## config.mk

```make
export PLATFORM = sky130hd
export DESIGN_NAME = cnn_add_layer3
export DESIGN_NICKNAME = d
export VERILOG_FILES = /design/src/rtl/cnn_add_pkg.sv /design/src/rtl/stream_delay.sv /design/src/rtl/skip_fifo.sv /design/src/rtl/fp32_add.sv /design/src/rtl/cnn_add_layer3.sv
export SDC_FILE = /design/constraint.sdc
export NUM_CORES = 1
export LEC_CHECK = 0
export BUFFER_PORTS_ARGS = -buffer_cell sky130_fd_sc_hd__buf_2
export CORE_UTILIZATION = 25
export CTS_BUF_LIST = sky130_fd_sc_hd__clkbuf_8
export CTS_CLUSTER_SIZE = 25
export DETAILED_ROUTE_END_ITERATION = 6
export GPL_TIMING_DRIVEN = 0
export PLACE_DENSITY_LB_ADDON = 0.15
export SYNTH_ARGS = -nofsm -noshare
export SYNTH_HDL_FRONTEND = slang
export SYNTH_HIERARCHICAL = 1
export SYNTH_SLANG_ARGS = --single-unit
```

## constraint.sdc

```tcl
create_clock -name clk -period 9.7 [get_ports clk]
set_input_delay 1.94 -clock clk [delete_from_list [all_inputs] [get_ports clk]]
set_output_delay 1.94 -clock clk [all_outputs]
set_load 0.01 [all_outputs]
```

## src/rtl/cnn_add_pkg.sv

```systemverilog
package cnn_add_pkg;

  //////////////////////////////////////////////////
  // Stream sizing

  // One feature value per word
  localparam int DATA_WIDTH = 32;

  // Feature value as carried on every stream
  typedef logic [DATA_WIDTH-1:0] data_t;

  // Skip values allowed to wait at once
  localparam int FIFO_DEPTH = 16;
  // Pointer width for the skip buffer
  localparam int FIFO_AW    = 4;

  // Adder cycles, qualified operands to result
  localparam int ADD_LATENCY = 3;

  //////////////////////////////////////////////////
  // binary32 layout

  localparam int EXP_BITS = 8;
  localparam int MAN_BITS = 23;

  // Canonical quiet NaN
  localparam data_t QNAN = 32'h7FC0_0000;

endpackage

```

## src/rtl/stream_delay.sv

```systemverilog
`timescale 1ns/1ps

module stream_delay #(
  parameter type payload_t = cnn_add_pkg::data_t
) (
  input  logic     clk,
  input  logic     reset,
  input  logic     valid_in,
  input  payload_t in,
  output payload_t out,
  output logic     valid_out
);

  // Payload held until the next strobe
  always_ff @(posedge clk) begin
    if (valid_in) begin
      out <= in;
    end
  end

  // Strobe follows one cycle later
  always_ff @(posedge clk) begin
    if (reset) begin
      valid_out <= 1'b0;
    end else begin
      valid_out <= valid_in;
    end
  end

endmodule

```

## src/rtl/skip_fifo.sv

```systemverilog
`timescale 1ns/1ps

module skip_fifo (
  input  logic               clk,
  input  logic               reset,
  input  logic               wr_en,
  input  logic               rd_en,
  input  cnn_add_pkg::data_t din,
  output cnn_add_pkg::data_t dout
);

  import cnn_add_pkg::*;

  // Circular storage
  data_t mem [FIFO_DEPTH];

  logic [FIFO_AW-1:0] wr_ptr;
  logic [FIFO_AW-1:0] rd_ptr;
  logic [FIFO_AW:0]   count;

  logic full;
  logic empty;
  logic do_wr;
  logic do_rd;

  assign full  = (count == (FIFO_AW+1)'(FIFO_DEPTH));
  assign empty = (count == '0);

  // Write ignored when full
  assign do_wr = wr_en && !full;
  // Read of an empty buffer only with a write in the same cycle
  assign do_rd = rd_en && (!empty || do_wr);

  always_ff @(posedge clk) begin
    if (do_wr) begin
      mem[wr_ptr] <= din;
    end
  end

  // Registered read port
  // Empty buffer hands the incoming word straight through
  always_ff @(posedge clk) begin
    if (do_rd) begin
      dout <= empty ? din : mem[rd_ptr];
    end
  end

  // Pointers wrap on the power-of-two depth
  always_ff @(posedge clk) begin
    if (reset) begin
      wr_ptr <= '0;
      rd_ptr <= '0;
      count  <= '0;
    end else begin
      if (do_wr) begin
        wr_ptr <= wr_ptr + 1'b1;
      end
      if (do_rd) begin
        rd_ptr <= rd_ptr + 1'b1;
      end
      case ({do_wr, do_rd})
        2'b10:   count <= count + 1'b1;
        2'b01:   count <= count - 1'b1;
        default: count <= count;
      endcase
    end
  end

endmodule

```

## src/rtl/fp32_add.sv

```systemverilog
`timescale 1ns/1ps

module fp32_add (
  input  logic               clk,
  input  logic               reset,
  input  logic               a_valid,
  input  cnn_add_pkg::data_t a,
  input  logic               b_valid,
  input  cnn_add_pkg::data_t b,
  output cnn_add_pkg::data_t result,
  output logic               result_valid
);

  import cnn_add_pkg::*;

  // Significand with hidden bit, then with guard, round, sticky
  localparam int SIG_W = MAN_BITS + 1;
  localparam int EXT_W = SIG_W + 3;

  localparam logic [EXP_BITS-1:0] EXP_MAX = {EXP_BITS{1'b1}};

  // Exponent with room for carry and cancellation
  typedef logic signed [EXP_BITS+1:0] sexp_t;

  // Aligned operands, larger magnitude first
  typedef struct packed {
    logic                sub;
    logic                sign;
    logic [EXP_BITS-1:0] exp;
    logic [SIG_W-1:0]    sig_l;
    logic [EXT_W-1:0]    sig_s;
    logic                is_nan;
    logic                is_inf;
    logic                inf_sign;
  } s1_t;

  // Normalized sum, not yet rounded
  typedef struct packed {
    logic                sign;
    sexp_t               exp;
    logic [EXT_W-1:0]    mant;
    logic                zero;
    logic                is_nan;
    logic                is_inf;
    logic                inf_sign;
  } s2_t;

  // Sum needs its top bit
  function automatic logic [4:0] lead_zeros(input logic [EXT_W:0] v);
    logic [4:0] n;
    logic       found;
    n     = 5'(EXT_W + 1);
    found = 1'b0;
    for (int i = EXT_W; i >= 0; i--) begin
      if (!found && v[i]) begin
        n     = 5'(EXT_W - i);
        found = 1'b1;
      end
    end
    return n;
  endfunction

  // Three register stages only
  if (ADD_LATENCY != 3) begin : g_latency_check
    $error("fp32_add pipeline depth does not match ADD_LATENCY");
  end

  //////////////////////////////////////////////////
  // Stage 1 unpack, specials, swap, align

  logic                sign_a;
  logic                sign_b;
  logic [EXP_BITS-1:0] exp_a;
  logic [EXP_BITS-1:0] exp_b;
  logic [MAN_BITS-1:0] man_a;
  logic [MAN_BITS-1:0] man_b;
  logic                zero_a;
  logic                zero_b;
  logic                inf_a;
  logic                inf_b;
  logic                nan_a;
  logic                nan_b;
  logic [SIG_W-1:0]    sig_a;
  logic [SIG_W-1:0]    sig_b;
  logic [DATA_WIDTH-2:0] mag_a;
  logic [DATA_WIDTH-2:0] mag_b;
  logic                swap;

  assign sign_a = a[DATA_WIDTH-1];
  assign sign_b = b[DATA_WIDTH-1];
  assign exp_a  = a[DATA_WIDTH-2 -: EXP_BITS];
  assign exp_b  = b[DATA_WIDTH-2 -: EXP_BITS];
  assign man_a  = a[MAN_BITS-1:0];
  assign man_b  = b[MAN_BITS-1:0];

  // Zero exponent covers subnormals, flushed here
  assign zero_a = (exp_a == '0);
  assign zero_b = (exp_b == '0);
  assign inf_a  = (exp_a == EXP_MAX) && (man_a == '0);
  assign inf_b  = (exp_b == EXP_MAX) && (man_b == '0);
  assign nan_a  = (exp_a == EXP_MAX) && (man_a != '0);
  assign nan_b  = (exp_b == EXP_MAX) && (man_b != '0);

  assign sig_a = zero_a ? '0 : {1'b1, man_a};
  assign sig_b = zero_b ? '0 : {1'b1, man_b};

  // Magnitude order, exponent and mantissa together
  assign mag_a = zero_a ? '0 : a[DATA_WIDTH-2:0];
  assign mag_b = zero_b ? '0 : b[DATA_WIDTH-2:0];
  assign swap  = (mag_b > mag_a);

  s1_t  s1_d;
  s1_t  s1_q;
  logic s1_valid;

  always_comb begin
    logic [EXT_W-1:0]    small_ext;
    logic [EXT_W-1:0]    shifted;
    logic [EXT_W-1:0]    lost_mask;
    logic [EXP_BITS-1:0] diff;
    small_ext = {swap ? sig_a : sig_b, 3'b000};
    diff      = swap ? (exp_b - exp_a) : (exp_a - exp_b);
    shifted   = small_ext >> diff;
    // Bits pushed past the sticky position
    lost_mask = ~({EXT_W{1'b1}} << diff);

    s1_d.sub      = sign_a ^ sign_b;
    s1_d.sign     = swap ? sign_b : sign_a;
    s1_d.exp      = swap ? exp_b : exp_a;
    s1_d.sig_l    = swap ? sig_b : sig_a;
    s1_d.sig_s    = {shifted[EXT_W-1:1], shifted[0] | (|(small_ext & lost_mask))};
    // NaN in, or opposite infinities
    s1_d.is_nan   = nan_a || nan_b || (inf_a && inf_b && (sign_a != sign_b));
    s1_d.is_inf   = inf_a || inf_b;
    s1_d.inf_sign = inf_a ? sign_a : sign_b;
  end

  // Operands start only as a pair
  stream_delay #(.payload_t(s1_t)) u_stage1 (
    .clk      (clk),
    .reset    (reset),
    .valid_in (a_valid & b_valid),
    .in       (s1_d),
    .out      (s1_q),
    .valid_out(s1_valid)
  );

  //////////////////////////////////////////////////
  // Stage 2 add or subtract, normalize

  s2_t  s2_d;
  s2_t  s2_q;
  logic s2_valid;

  always_comb begin
    logic [EXT_W:0] sum;
    logic [EXT_W:0] norm;
    logic [4:0]     lz;
    // Larger first, so subtraction never goes negative
    if (s1_q.sub) begin
      sum = {1'b0, s1_q.sig_l, 3'b000} - {1'b0, s1_q.sig_s};
    end else begin
      sum = {1'b0, s1_q.sig_l, 3'b000} + {1'b0, s1_q.sig_s};
    end
    lz   = lead_zeros(sum);
    // Leading one moves to the top bit
    norm = sum << lz;

    // Exact cancellation gives +0
    s2_d.sign     = (s1_q.sub && (sum == '0)) ? 1'b0 : s1_q.sign;
    // Carry out leaves lz at zero, one above the large exponent
    s2_d.exp      = sexp_t'(s1_q.exp) + sexp_t'(1) - sexp_t'(lz);
    s2_d.mant     = {norm[EXT_W:2], norm[1] | norm[0]};
    s2_d.zero     = (sum == '0);
    s2_d.is_nan   = s1_q.is_nan;
    s2_d.is_inf   = s1_q.is_inf;
    s2_d.inf_sign = s1_q.inf_sign;
  end

  stream_delay #(.payload_t(s2_t)) u_stage2 (
    .clk      (clk),
    .reset    (reset),
    .valid_in (s1_valid),
    .in       (s2_d),
    .out      (s2_q),
    .valid_out(s2_valid)
  );

  //////////////////////////////////////////////////
  // Stage 3 round, range check, pack

  data_t result_d;

  always_comb begin
    logic             round_up;
    logic [SIG_W:0]   rounded;
    sexp_t            exp_r;
    // Nearest even on guard, round, sticky
    round_up = s2_q.mant[2] & (s2_q.mant[1] | s2_q.mant[0] | s2_q.mant[3]);
    rounded  = {1'b0, s2_q.mant[EXT_W-1:3]} + (SIG_W+1)'(round_up);
    // Round carry bumps the exponent, mantissa already zero
    exp_r    = s2_q.exp + sexp_t'(rounded[SIG_W]);

    if (s2_q.is_nan) begin
      result_d = QNAN;
    end else if (s2_q.is_inf) begin
      result_d = {s2_q.inf_sign, EXP_MAX, {MAN_BITS{1'b0}}};
    end else if (s2_q.zero || (exp_r < sexp_t'(1))) begin
      // Underflow flushed, sign kept
      result_d = {s2_q.sign, {(DATA_WIDTH-1){1'b0}}};
    end else if (exp_r >= sexp_t'(EXP_MAX)) begin
      result_d = {s2_q.sign, EXP_MAX, {MAN_BITS{1'b0}}};
    end else begin
      result_d = {s2_q.sign, exp_r[EXP_BITS-1:0], rounded[MAN_BITS-1:0]};
    end
  end

  always_ff @(posedge clk) begin
    if (s2_valid) begin
      result <= result_d;
    end
  end

  always_ff @(posedge clk) begin
    if (reset) begin
      result_valid <= 1'b0;
    end else begin
      result_valid <= s2_valid;
    end
  end

endmodule

```

## src/rtl/cnn_add_layer3.sv

```systemverilog
`timescale 1ns/1ps

module cnn_add_layer3 (
  input  logic               clk,
  input  logic               reset,
  input  logic               valid_in_no1,
  input  cnn_add_pkg::data_t in_no1,
  input  logic               valid_in_no2,
  input  cnn_add_pkg::data_t in_no2,
  output cnn_add_pkg::data_t out,
  output logic               valid_out
);

  import cnn_add_pkg::*;

  //////////////////////////////////////////////////
  // Main path

  data_t main_data;
  logic  main_valid;

  // One cycle, to meet the buffer read data
  stream_delay #(.payload_t(data_t)) u_main_delay (
    .clk      (clk),
    .reset    (reset),
    .valid_in (valid_in_no1),
    .in       (in_no1),
    .out      (main_data),
    .valid_out(main_valid)
  );

  //////////////////////////////////////////////////
  // Skip path

  data_t skip_data;
  logic  skip_valid;

  // Skip values queue up, each main strobe pops one
  skip_fifo u_skip_fifo (
    .clk  (clk),
    .reset(reset),
    .wr_en(valid_in_no2),
    .rd_en(valid_in_no1),
    .din  (in_no2),
    .dout (skip_data)
  );

  // Read data is registered, strobe tracks it
  always_ff @(posedge clk) begin
    if (reset) begin
      skip_valid <= 1'b0;
    end else begin
      skip_valid <= valid_in_no1;
    end
  end

  //////////////////////////////////////////////////
  // Residual sum

  // Both halves arrive in the same cycle
  fp32_add u_add (
    .clk         (clk),
    .reset       (reset),
    .a_valid     (main_valid),
    .a           (main_data),
    .b_valid     (skip_valid),
    .b           (skip_data),
    .result      (out),
    .result_valid(valid_out)
  );

endmodule

```

==> impl_metrics.toml, run 1 <==
[run_status]
outcome = "complete, no violations"

[cells_and_area]
fillCellCount = 15100
syn2layout_area_growth_pct = 16.4
drive_gt1_frac = 0.172
finalNonFillerCells = 5163
nNetsFinal = 3314

[setup_path]
critical_path_arrival_ps = 8450
crit_path_max_fanout = 10
worstSetupPathType = "register to register"
slowest_delay_ps = 730
end_kind = "register"
critPathSlowestCell = "nor4_1"
crit_top_cell = "nand2_1"
critPathTopFamily = "simple AND/OR/NAND/NOR gates"
cp.buffers_inverters = 6
cp.required_ps = 10260
critical_path.cell_chain = "nor4_1 -> nand2_1 -> clkbuf_1 -> buf_1 -> nand2_1 -> ha_1 -> nand4_1 -> nor4_1 -> o211ai_1 -> a41oi_1 -> o31a_1 -> clkbuf_1 -> clkbuf_1 -> nand2_1 -> nand2_1 -> clkbuf_1 -> clkbuf_1 -> nand2_1 -> a21oi_1 -> nand2_1 -> o21ai_0 -> a22oi_1 -> o22ai_1"
startpoint_type = "register"

[floorplan]
die_area_um2 = 151000
die_w_um = 389
start_util = 0.252
die_y_um = 389
num_rows = 141
coreArea_um2 = 148000
ios = 101

[clock_tree]
cts_htree_levels = 4
numCtsBuffers = 139
post-cts-setup-buffer-count = 0
cts.clk_slew.worst_paths_ps = 50
cts-root-buf = "clkbuf_8"
cts_resized = 0
cts_buffer_depth = 3
cts_sinks = 736
ctsHoldBuffers = 0
insertion_delay_ps = 850
cts_tree = "done"

[placed_design]
hpwl_mm = 86.1
portBuffers = 100
gp_congestion = 0.889
placed_cells = 4912

[sta]
finalHoldViolCount = 0
hold_ws_ps = 410
fin_worst_skew_ps = 56.9
fin_crit_sh = 0.813
slew_viol_final = 0
slew_headroom = 0.211
setup_violations = 0
rsz0062_at_grt = "no"
max_freq_ghz = 0.127
setup-tns-final_ps = 0
period_minus_slack_ps = 7890
worst_pin_slew_ps = 1170

[power]
peakVddDrop_mv = 0.126
p_clk_frac = 0.258
internal_power_mw = 6.78
leakage_nw = 14.8
powerDensity_nw_per_um2 = 261
power_frac_seq = 0.349
switchingPower_mw = 4.57
comb_power_share = 0.393
sw_frac_of_total = 0.403
power_mw = 11.3

[routing]
num_vias = 25100
drt_iter0_markers = 1859
drc = 0
wl_per_cell_um = 22.9
drt_wl_total_mm = 118
postRouteAntennaNets = 0
viasPerCell = 4.87
first_pass_iters = 5

[synthesis]
async_flop_share = 0
synth.yosys.seq_area_share = 0.585
ys_seq_elements = 736
synth_ff_type = "edfxtp_1"
syn_inst = 2853
syn_area_um2 = 37400
yosysUniqueCellTypes = 103
yosys_warnings = 6
synth.avg_cell_area_um2 = 13.1
syn-num-nets = 3044
synth-edff-count = 714

[global_route]
grt_usage = 0.154
overflow = 0
antenna_found_initial = 7
grt_pass1_vias = 25700
grt_pass1_wl_mm = 174
grt_max_degree = 66

[hold_path]
worstHoldPathType = "register to register"

[job]
drv_cap = 0
==> per-stage QoR <==
step | utilization | worst slack [ps] | cell area (um2)
final | 0.294 | 1810 | 43500
after global routing | 0.294 | 1530 | 43500
after CTS | 0.294 | 1870 | 43500
after detailed placement | 0.276 | 1850 | 40900
after global placement | 0.272 | 1310 | 40300
after floorplan | - | 3900 | 37400
==> synth_stat cells (all sizes together) (12+ instances only) <==
cell type  number  area [um2]
edfxtp        714       21400
nand2         220         826
nor2          218         835
a21oi         143         727
o21ai         136         684
mux4          132        2970
ha            119        1490
inv           117         444
clkbuf        109         409
mux2i         100        1040
a211oi         64         480
nor3           54         270
o22ai          51         319
buf            50         290
nand3          49         263
a21o           48         360
xnor2          44         385
nor4           34         234
and2           32         200
nand4          29         181
o211ai         29         223
xor2           26         228
nor2b          23         174
dfxtp          22         440
and3           20         125
a31oi          19         119
nand2b         17         106
or3            15        93.8
mux2           13         161
a22oi          12        90.1
or2            12        75.1
==> cells by family (layout without fill, tap and decap cells) <==
| kind of cell | Yosys count | after routing | synth area share |
|---|---|---|---|
| adders and majority gates | 124 | 124 | 0.0422 |
| DFF | 736 | 736 | 0.585 |
| buffers and inverters | 276 | 653 | 0.0306 |
| xor gates and xnor gates | 70 | 70 | 0.0164 |
| other | 0 | 3 | 0 |
| muxes | 245 | 245 | 0.112 |
| AOI/OAI and AO/OA | 644 | 644 | 0.115 |
| and+or+nand+nor | 758 | 758 | 0.0982 |
==> layer usage <==
layer / vias to the layer above / part of all wire / GRT usage
li1: 11700 / - / -
met1: 12700 / 0.45 / 0.202
met2: 616 / 0.49 / 0.261
met3: 179 / 0.043 / 0.0280
met4: 2 / 0.021 / 0.0423
met5: - / 0.00011 / 0
==> power groups by stage <==
stage	Sequential [mW]	Combinational, mW	Clock, mW
after detailed placement	4.03	4.41	0
after global placement	4.04	4.43	0
after CTS	3.96	4.43	3.06
final	3.96	4.46	2.93
after global routing	3.98	4.83	3.18
after floorplan	3.96	2.89	0
==> flip-flops by register name, summed over array words and instances, names as in the netlist, 4 cells and up, named ones only <==
register	cells
u_skip_fifo/count	5
u_add/u_stage2/out	42
u_main_delay/out	32
u_skip_fifo/wr_ptr	4
u_add/result	32
u_add/u_stage1/out	64
u_skip_fifo/mem	512
u_skip_fifo/rd_ptr	4
u_skip_fifo/dout	32
==> worst reg2reg max path: cells and delay by family (launching register included) <==
kind | cells | cell delay [ps]
and+or+nand+nor | 9 | 2530
adders and majority gates | 1 | 190
buffers and inverters | 6 | 2420
AOI/OAI and AO/OA | 7 | 2060
DFF | 1 | 460
==> cell type report <==
class | instances | area (um2) | area share
buffer | 159 | 699 | 0.0161
sequential | 736 | 21900 | 0.503
clock buffer | 140 | 1930 | 0.0443
multi-input combinational | 1841 | 14500 | 0.333
tap | 1930 | 2410 | 0.0555
timing repair buffer | 129 | 948 | 0.0218
inverter | 117 | 444 | 0.0102
antenna | 3 | 7.51 | 0.000173
clock inverter | 108 | 702 | 0.0161
==> cells in the final DEF, fill, tap and decap left out, types with 50 or more instances in the layout <==
cell | netlist | final
nor3_1 | 54 | 50
edfxtp_1 | 714 | 714
ha_1 | 119 | 119
clkbuf_8 | 0 | 140
buf_2 | 28 | 128
a211oi_1 | 64 | 64
clkbuf_1 | 109 | 109
o21ai_0 | 132 | 132
mux4_2 | 132 | 132
a21oi_1 | 142 | 142
nand2_1 | 220 | 220
nor2_1 | 217 | 205
o22ai_1 | 51 | 51
mux2i_1 | 96 | 96
inv_1 | 114 | 161
==> final timing paths <==
path,startpoint,endpoint,slack (ps),cells after the start
worst max-delay path,u_main_delay/out[28],u_add/u_stage1/out[4],1810,23
worst min register to register,u_add/u_stage1/out[2],u_add/u_stage2/out[2],410,0
worst min-delay path,u_add/u_stage1/out[2],u_add/u_stage2/out[2],410,0
worst max register to register,u_main_delay/out[28],u_add/u_stage1/out[4],1810,23
(Power assumes the default switching activity.)
==> run 2: changes to the inputs <==
Settings changed: ABC_AREA set to 1.
Clock period 9.7 ns to 8 ns, I/O delays scaled along.
==> run 2 against run 1 <==
Effect of this change: the flow now finishes with violations (design-rule violations); combinational power grew 42%; first-iteration DRC count grew 27%; critical path depth grew 2; setup slack lost 730 ps; sequential share of layout area shrank 2.2 points; synthesized cell count grew 51%; synthesized area grew 5.0%; total power grew 28%; highest routed layer unchanged.
==> impl_metrics.toml, run 2 <==
[run_status]
outcome = "finished with violations"
violations = "design-rule violations"

[clock_tree]
numCtsBuffers = 136
post-cts-setup-buffer-count = 0
cts_sinks = 736
cts_tree = "done"
cts_htree_levels = 4
ctsHoldBuffers = 0
cts.clk_slew.worst_paths_ps = 60
cts-root-buf = "clkbuf_8"
cts_buffer_depth = 3
cts_resized = 0
insertion_delay_ps = 860

[power]
comb_power_share = 0.436
sw_frac_of_total = 0.443
p_clk_frac = 0.234
internal_power_mw = 8.07
power_frac_seq = 0.330
power_mw = 14.5
switchingPower_mw = 6.43
peakVddDrop_mv = 0.172
powerDensity_nw_per_um2 = 319
leakage_nw = 18.5

[placed_design]
gp_congestion = 0.903
portBuffers = 100
place_ws_ps = 894
hpwl_mm = 105

[synthesis]
syn_inst = 4320
ys_seq_elements = 736
synth_mux_area_frac = 0.00102
synth_top_area_share = 0.546
synth.yosys.seq_area_share = 0.558
syn-num-nets = 4511
synth_top_family_by_area = "simple AND/OR/NAND/NOR gates"
synth_ff_type = "edfxtp_1"
synthAdderAreaFrac = 0.0400
syn_area_um2 = 39200
synthTopCellsByCount = "nand2_1, edfxtp_1, nand3_1"
yosysTopAreaCell = "edfxtp_1"
synth_area_leaders = "edfxtp_1, nand2_1, nand3_1"
synth-edff-count = 714
synth-simple-area-share = 0.269
yosys_warnings = 6
yosysMostFrequentCell = "nand2_1"
synth.avg_cell_area_um2 = 9.08
async_flop_share = 0
synth-compound-area-share = 0.0520
yosysUniqueCellTypes = 65
synth_xor_area_frac = 0.0118

[routing]
drc = 5
maxUsedRoutingLayer = "met5"
wl_per_cell_um = 20.8
viasPerCell = 4.58
first_pass_iters = 7
postRouteAntennaNets = 0
wl_met3_mm = 6.34
drt_wl_total_mm = 140
num_vias = 30900
dr_wl_met2_mm = 66.0
met1Wirelength_mm = 65.0
drt_iter0_markers = 2369

[sta]
period_minus_slack_ps = 6920
fin_worst_skew_ps = 58.4
slew_headroom = 0.292
max_freq_ghz = 0.144
finalHoldViolCount = 0
setup-tns-final_ps = 0
setup_ws_ps = 1080
slew_viol_final = 0
rsz0062_at_grt = "no"
setup_violations = 0
worst_pin_slew_ps = 1060
fin_crit_sh = 0.865

[setup_path]
critical_path_arrival_ps = 7520
critPathTopFamily = "buffers and inverters"
critPathSlowestCell = "edfxtp_1"
end_kind = "register"
crit_path_max_fanout = 10
cp.required_ps = 8590
slowest_delay_ps = 510
startpoint_type = "register"
worstSetupPathType = "register to register"
cp.buffers_inverters = 7

[cells_and_area]
reg_top3 = "u_skip_fifo/mem x512, u_add/u_stage1/out x64, u_add/u_stage2/out x42"
regMostFlops = "u_skip_fifo/mem"
syn2layout_area_growth_pct = 15.9
final_cell_mix = "nand2_1, edfxtp_1, nand3_1"
final_common_cell = "nand2_1"
drive_gt1_frac = 0.111
final_util = 0.292
largest_reg_flops = 512
nNetsFinal = 4774

[floorplan]
coreArea_um2 = 156000
die_y_um = 398
ios = 101
start_util = 0.252
die_area_um2 = 159000
num_rows = 145
die_w_um = 398

[global_route]
grt_pass1_vias = 30100
grt_pass1_wl_mm = 204
grt_usage = 0.176
antenna_found_initial = 9
overflow = 0
grt_max_degree = 43

[hold_path]
worstHoldPathType = "register to register"

[job]
drv_cap = 0
run 2: cell count changes after synthesis, moves of 28 or more:
cell      delta
clkbuf_1    -48
a21o_1      -47
xnor2_1     -33
a21oi_1     -33
nand2_1   +1205
and2_1      -28
inv_1      +243
nand3_1    +576
a211oi_1    -61
buf_2       +30
mux4_2     -132
buf_6       +46
mux2i_1     -92
run 2: worst paths after layout:
check	startpoint	end	slack, ps	cells after the start
worst max-delay path	u_main_delay/out[24]	u_add/u_stage1/out[6]	1080	25
worst min-delay path	u_add/u_stage1/out[1]	u_add/u_stage2/out[1]	420	0
worst max register to register	u_main_delay/out[24]	u_add/u_stage1/out[6]	1080	25
worst min register to register	u_add/u_stage1/out[1]	u_add/u_stage2/out[1]	420	0
run 2: cell families (layout without fill, tap and decap cells):
| group | after synthesis | in the layout |
|---|---|---|
| and+or+nand+nor | 2465 | 2465 |
| DFF | 736 | 736 |
| buffers and inverters | 583 | 939 |
| AOI/OAI and AO/OA | 358 | 358 |
| adders and majority gates | 123 | 123 |
| xor gates and xnor gates | 51 | 51 |
| muxes | 4 | 4 |
| other | 0 | 8 |
run 2: per-stage QoR:
| step | area (um2) | cells | hold slack (ps) |
|---|---|---|---|
| after floorplan | 39200 | 4320 | 400 |
| after detailed placement | 43000 | 6503 | 407 |
| after global placement | 42300 | 6478 | 412 |
| after global routing | 45500 | 6741 | 435 |
| final | 45500 | 6742 | 418 |
| after CTS | 45500 | 6734 | 420 |
run 2: layer usage:
metal / GRT usage / up-vias
met2: 0.289 / 773
met3: 0.0288 / 182
li1: - / 15200
met1: 0.238 / 14800
met5: 0 / -
met4: 0.0447 / 6
run 2: final cells by class:
class | count | area (um2)
Multi-Input combinational cell | 3001 | 14800
Fill cell | 16700 | 111000
Clock buffer | 144 | 1980
Clock inverter | 87 | 474
Buffer | 202 | 1280
Antenna cell | 8 | 20.0
Timing Repair Buffer | 125 | 1080
Inverter | 381 | 1440
Tap cell | 2058 | 2570
Sequential cell | 736 | 21900
run 2: power groups by stage:
stage	clock network (mW)	logic (mW)	registers, mW
final	3.39	6.32	4.78
after global routing	3.69	6.96	4.80
after CTS	3.52	6.30	4.78
after detailed placement	0	6.28	4.86
after global placement	0	6.30	4.87
after floorplan	0	3.97	4.80
run 2: worst reg2reg max path, stage by stage, from the launching register on:
cell	delay (ps)
edfxtp_1	510
inv_1	210
nand4_1	110
nor2_1	420
inv_1	170
clkbuf_1	340
nand2_1	240
ha_1	270
a21oi_1	130
o21ai_0	100
a21oi_1	130
nor2_1	50
nor2_1	80
o221ai_1	130
nand2_1	90
o211ai_1	80
nand2_1	270
clkbuf_1	480
o21ai_1	440
inv_1	300
clkbuf_1	440
clkbuf_1	450
o21ai_0	290
mux2i_1	300
nand2_1	170
o21ai_0	480
==> run 3: changes to the inputs <==
Settings changed: SKIP_CTS_REPAIR_TIMING set to 1, SYNTH_HIERARCHICAL 1 to not set.
==> run 3 against run 2 <==
Effect of this change: the run now ends clean; synthesized area fell by 2.2%; first-iteration DRC count rose by 3.3%; final cell count fell by 5.6%; count of clock-buffer cells in the layout shrank 8; critical path type unchanged.
==> impl_metrics.toml, run 3 <==
[run_status]
outcome = "complete, no violations"

[clock_tree]
cts_buffer_depth = 3
cts_sinks = 735
cts.clk_slew.worst_paths_ps = 60
insertion_delay_ps = 880
cts_tree = "done"
cts-root-buf = "clkbuf_8"
numCtsBuffers = 136
cts_htree_levels = 4

[placed_design]
gp_congestion = 0.890
placed_cells = 6126
hpwl_mm = 104
placed_cell_area_um2 = 41900
place_ws_ps = 843
portBuffers = 99

[cells_and_area]
final_util = 0.292
regMostFlops = "u_skip_fifo.mem"
syn2layout_area_growth_pct = 15.7
fillCellCount = 16100
final_cell_mix = "edfxtp_1, nand2_1, nor2_1"
nNetsFinal = 4419
reg_top3 = "u_skip_fifo.mem x512, u_add.u_stage1.out x64, u_add.u_stage2.out x42"
finalNonFillerCells = 6363
final_common_cell = "edfxtp_1"
stdcell_area_um2 = 44400
largest_reg_flops = 512
drive_gt1_frac = 0.108

[floorplan]
coreArea_um2 = 152000
start_util = 0.252
die_area_um2 = 155000
die_w_um = 394
die_y_um = 394
num_rows = 143
ios = 101

[synthesis]
synth_mux_area_frac = 0.00104
synth_area_leaders = "edfxtp_1, nand2_1, o21ai_0"
syn_inst = 3979
synth.avg_cell_area_um2 = 9.65
syn-num-nets = 4164
synth-edff-count = 714
synth_ff_type = "edfxtp_1"
synth.yosys.seq_area_share = 0.569
ys_seq_elements = 735
synthAdderAreaFrac = 0.0391
yosys_warnings = 0
synthTopCellsByCount = "edfxtp_1, nand2_1, nor2_1"
syn_area_um2 = 38400
synth_xor_area_frac = 0.0114
async_flop_share = 0
synth_top_family_by_area = "simple AND/OR/NAND/NOR gates"
yosysMostFrequentCell = "edfxtp_1"
yosysTopAreaCell = "edfxtp_1"
synth-simple-area-share = 0.199
synth_top_area_share = 0.559
yosysUniqueCellTypes = 68
synth-compound-area-share = 0.117

[setup_path]
startpoint_type = "register"
critical_path_arrival_ps = 7740
rrSetupSlack_ps = 820
end_kind = "register"
cp.buffers_inverters = 5
critPathTopFamily = "compound AO/OA/AOI/OAI gates"
crit_path_max_fanout = 10
worstSetupPathType = "register to register"
slowest_delay_ps = 630
critPathSlowestCell = "o21ai_0"
cp.required_ps = 8550

[global_route]
overflow = 0
grt_max_degree = 66
grt_pass1_wl_mm = 207
grt_pass1_vias = 30200
antenna_found_initial = 13
use_met2 = 0.304
busiest_layer = "met2"
grtUsageMet1 = 0.241
use_met3 = 0.0332
grt_usage = 0.182

[power]
leakage_nw = 16.7
power_mw = 14.7
powerDensity_nw_per_um2 = 331
peakVddDrop_mv = 0.164

[routing]
drt_wl_total_mm = 144
first_pass_iters = 7
viasPerCell = 4.80
drc = 0
wl_per_cell_um = 22.6
postRouteAntennaNets = 0
num_vias = 30500
drt_iter0_markers = 2447

[sta]
fin_crit_sh = 0.898
setup_violations = 0
rsz0062_at_grt = "no"
worst_pin_slew_ps = 1290
fin_worst_skew_ps = 51.2
period_minus_slack_ps = 7180
finalHoldViolCount = 0
hold_ws_ps = 420
max_freq_ghz = 0.139
setup_ws_ps = 816
setup-tns-final_ps = 0
slew_viol_final = 0
slew_headroom = 0.138

[hold_path]
worstHoldPathType = "register to register"

[job]
drv_cap = 0
-- run 3: power breakdown --
part | total, mW | switching [mW] | internal, mW
Sequential | 4.83 | 0.189 | 4.64
Clock | 3.50 | 1.75 | 1.75
Combinational | 6.40 | 4.64 | 1.76
-- run 3: path summary, 6_finish.rpt --
kind | start | to | depth (start not counted)
max reg2reg | u_skip_fifo.dout[24] | u_add.u_stage1.out[4] | 27
max | u_skip_fifo.dout[24] | u_add.u_stage1.out[4] | 27
min reg2reg | u_add.u_stage1.out[2] | u_add.u_stage2.out[2] | 0
min | u_add.u_stage1.out[2] | u_add.u_stage2.out[2] | 0
-- run 3: layout make-up --
| cell class | count | area [um2] | share of cell area |
|---|---|---|---|
| Antenna cell | 6 | 15.0 | 0.000338 |
| Buffer | 208 | 1030 | 0.0232 |
| Clock buffer | 136 | 1870 | 0.0421 |
| Clock inverter | 95 | 621 | 0.0140 |
| Inverter | 368 | 1390 | 0.0313 |
| Multi-Input combinational cell | 2668 | 14200 | 0.320 |
| Sequential cell | 735 | 21900 | 0.492 |
| Tap cell | 2030 | 2540 | 0.0572 |
| Timing Repair Buffer | 117 | 863 | 0.0194 |
-- run 3: logic make-up (layout without fill, tap and decap cells) --
group / Yosys count / in the layout
AO/OA/AOI/OAI: 773 / 773
XOR/XNOR: 50 / 50
adder cells (fa/ha/maj): 117 / 117
buffers and inverters: 576 / 924
multiplexers: 4 / 4
AND/OR/NAND/NOR: 1724 / 1724
flip-flops: 735 / 735
other: 0 / 6
-- run 3: per-layer routing --
metal,routed length (um),share of wire
met5,34,0.00024
met2,68300,0.48
met1,64200,0.45
met4,3000,0.021
met3,8160,0.057
-- run 3: worst register-to-register path, stage by stage (launching register included) --
cell and delay (ps):
edfxtp_1 530, inv_1 240, nand4_1 140, nor2_1 620, clkbuf_1 460, nor2_1 190, ha_1 360, nand2_1 50
o21ai_0 210, a21oi_1 70, o221a_2 230, o21ai_0 220, nand3_1 110, nand3_1 100, nand2_1 100, clkbuf_1 300
nand2_1 140, nand4_1 260, inv_1 190, clkbuf_1 400, nand2_1 150, o21ai_0 540, mux2i_1 200, nand2_1 90
o21ai_0 140, nand2_1 90, o21ai_0 150, o21ai_0 630
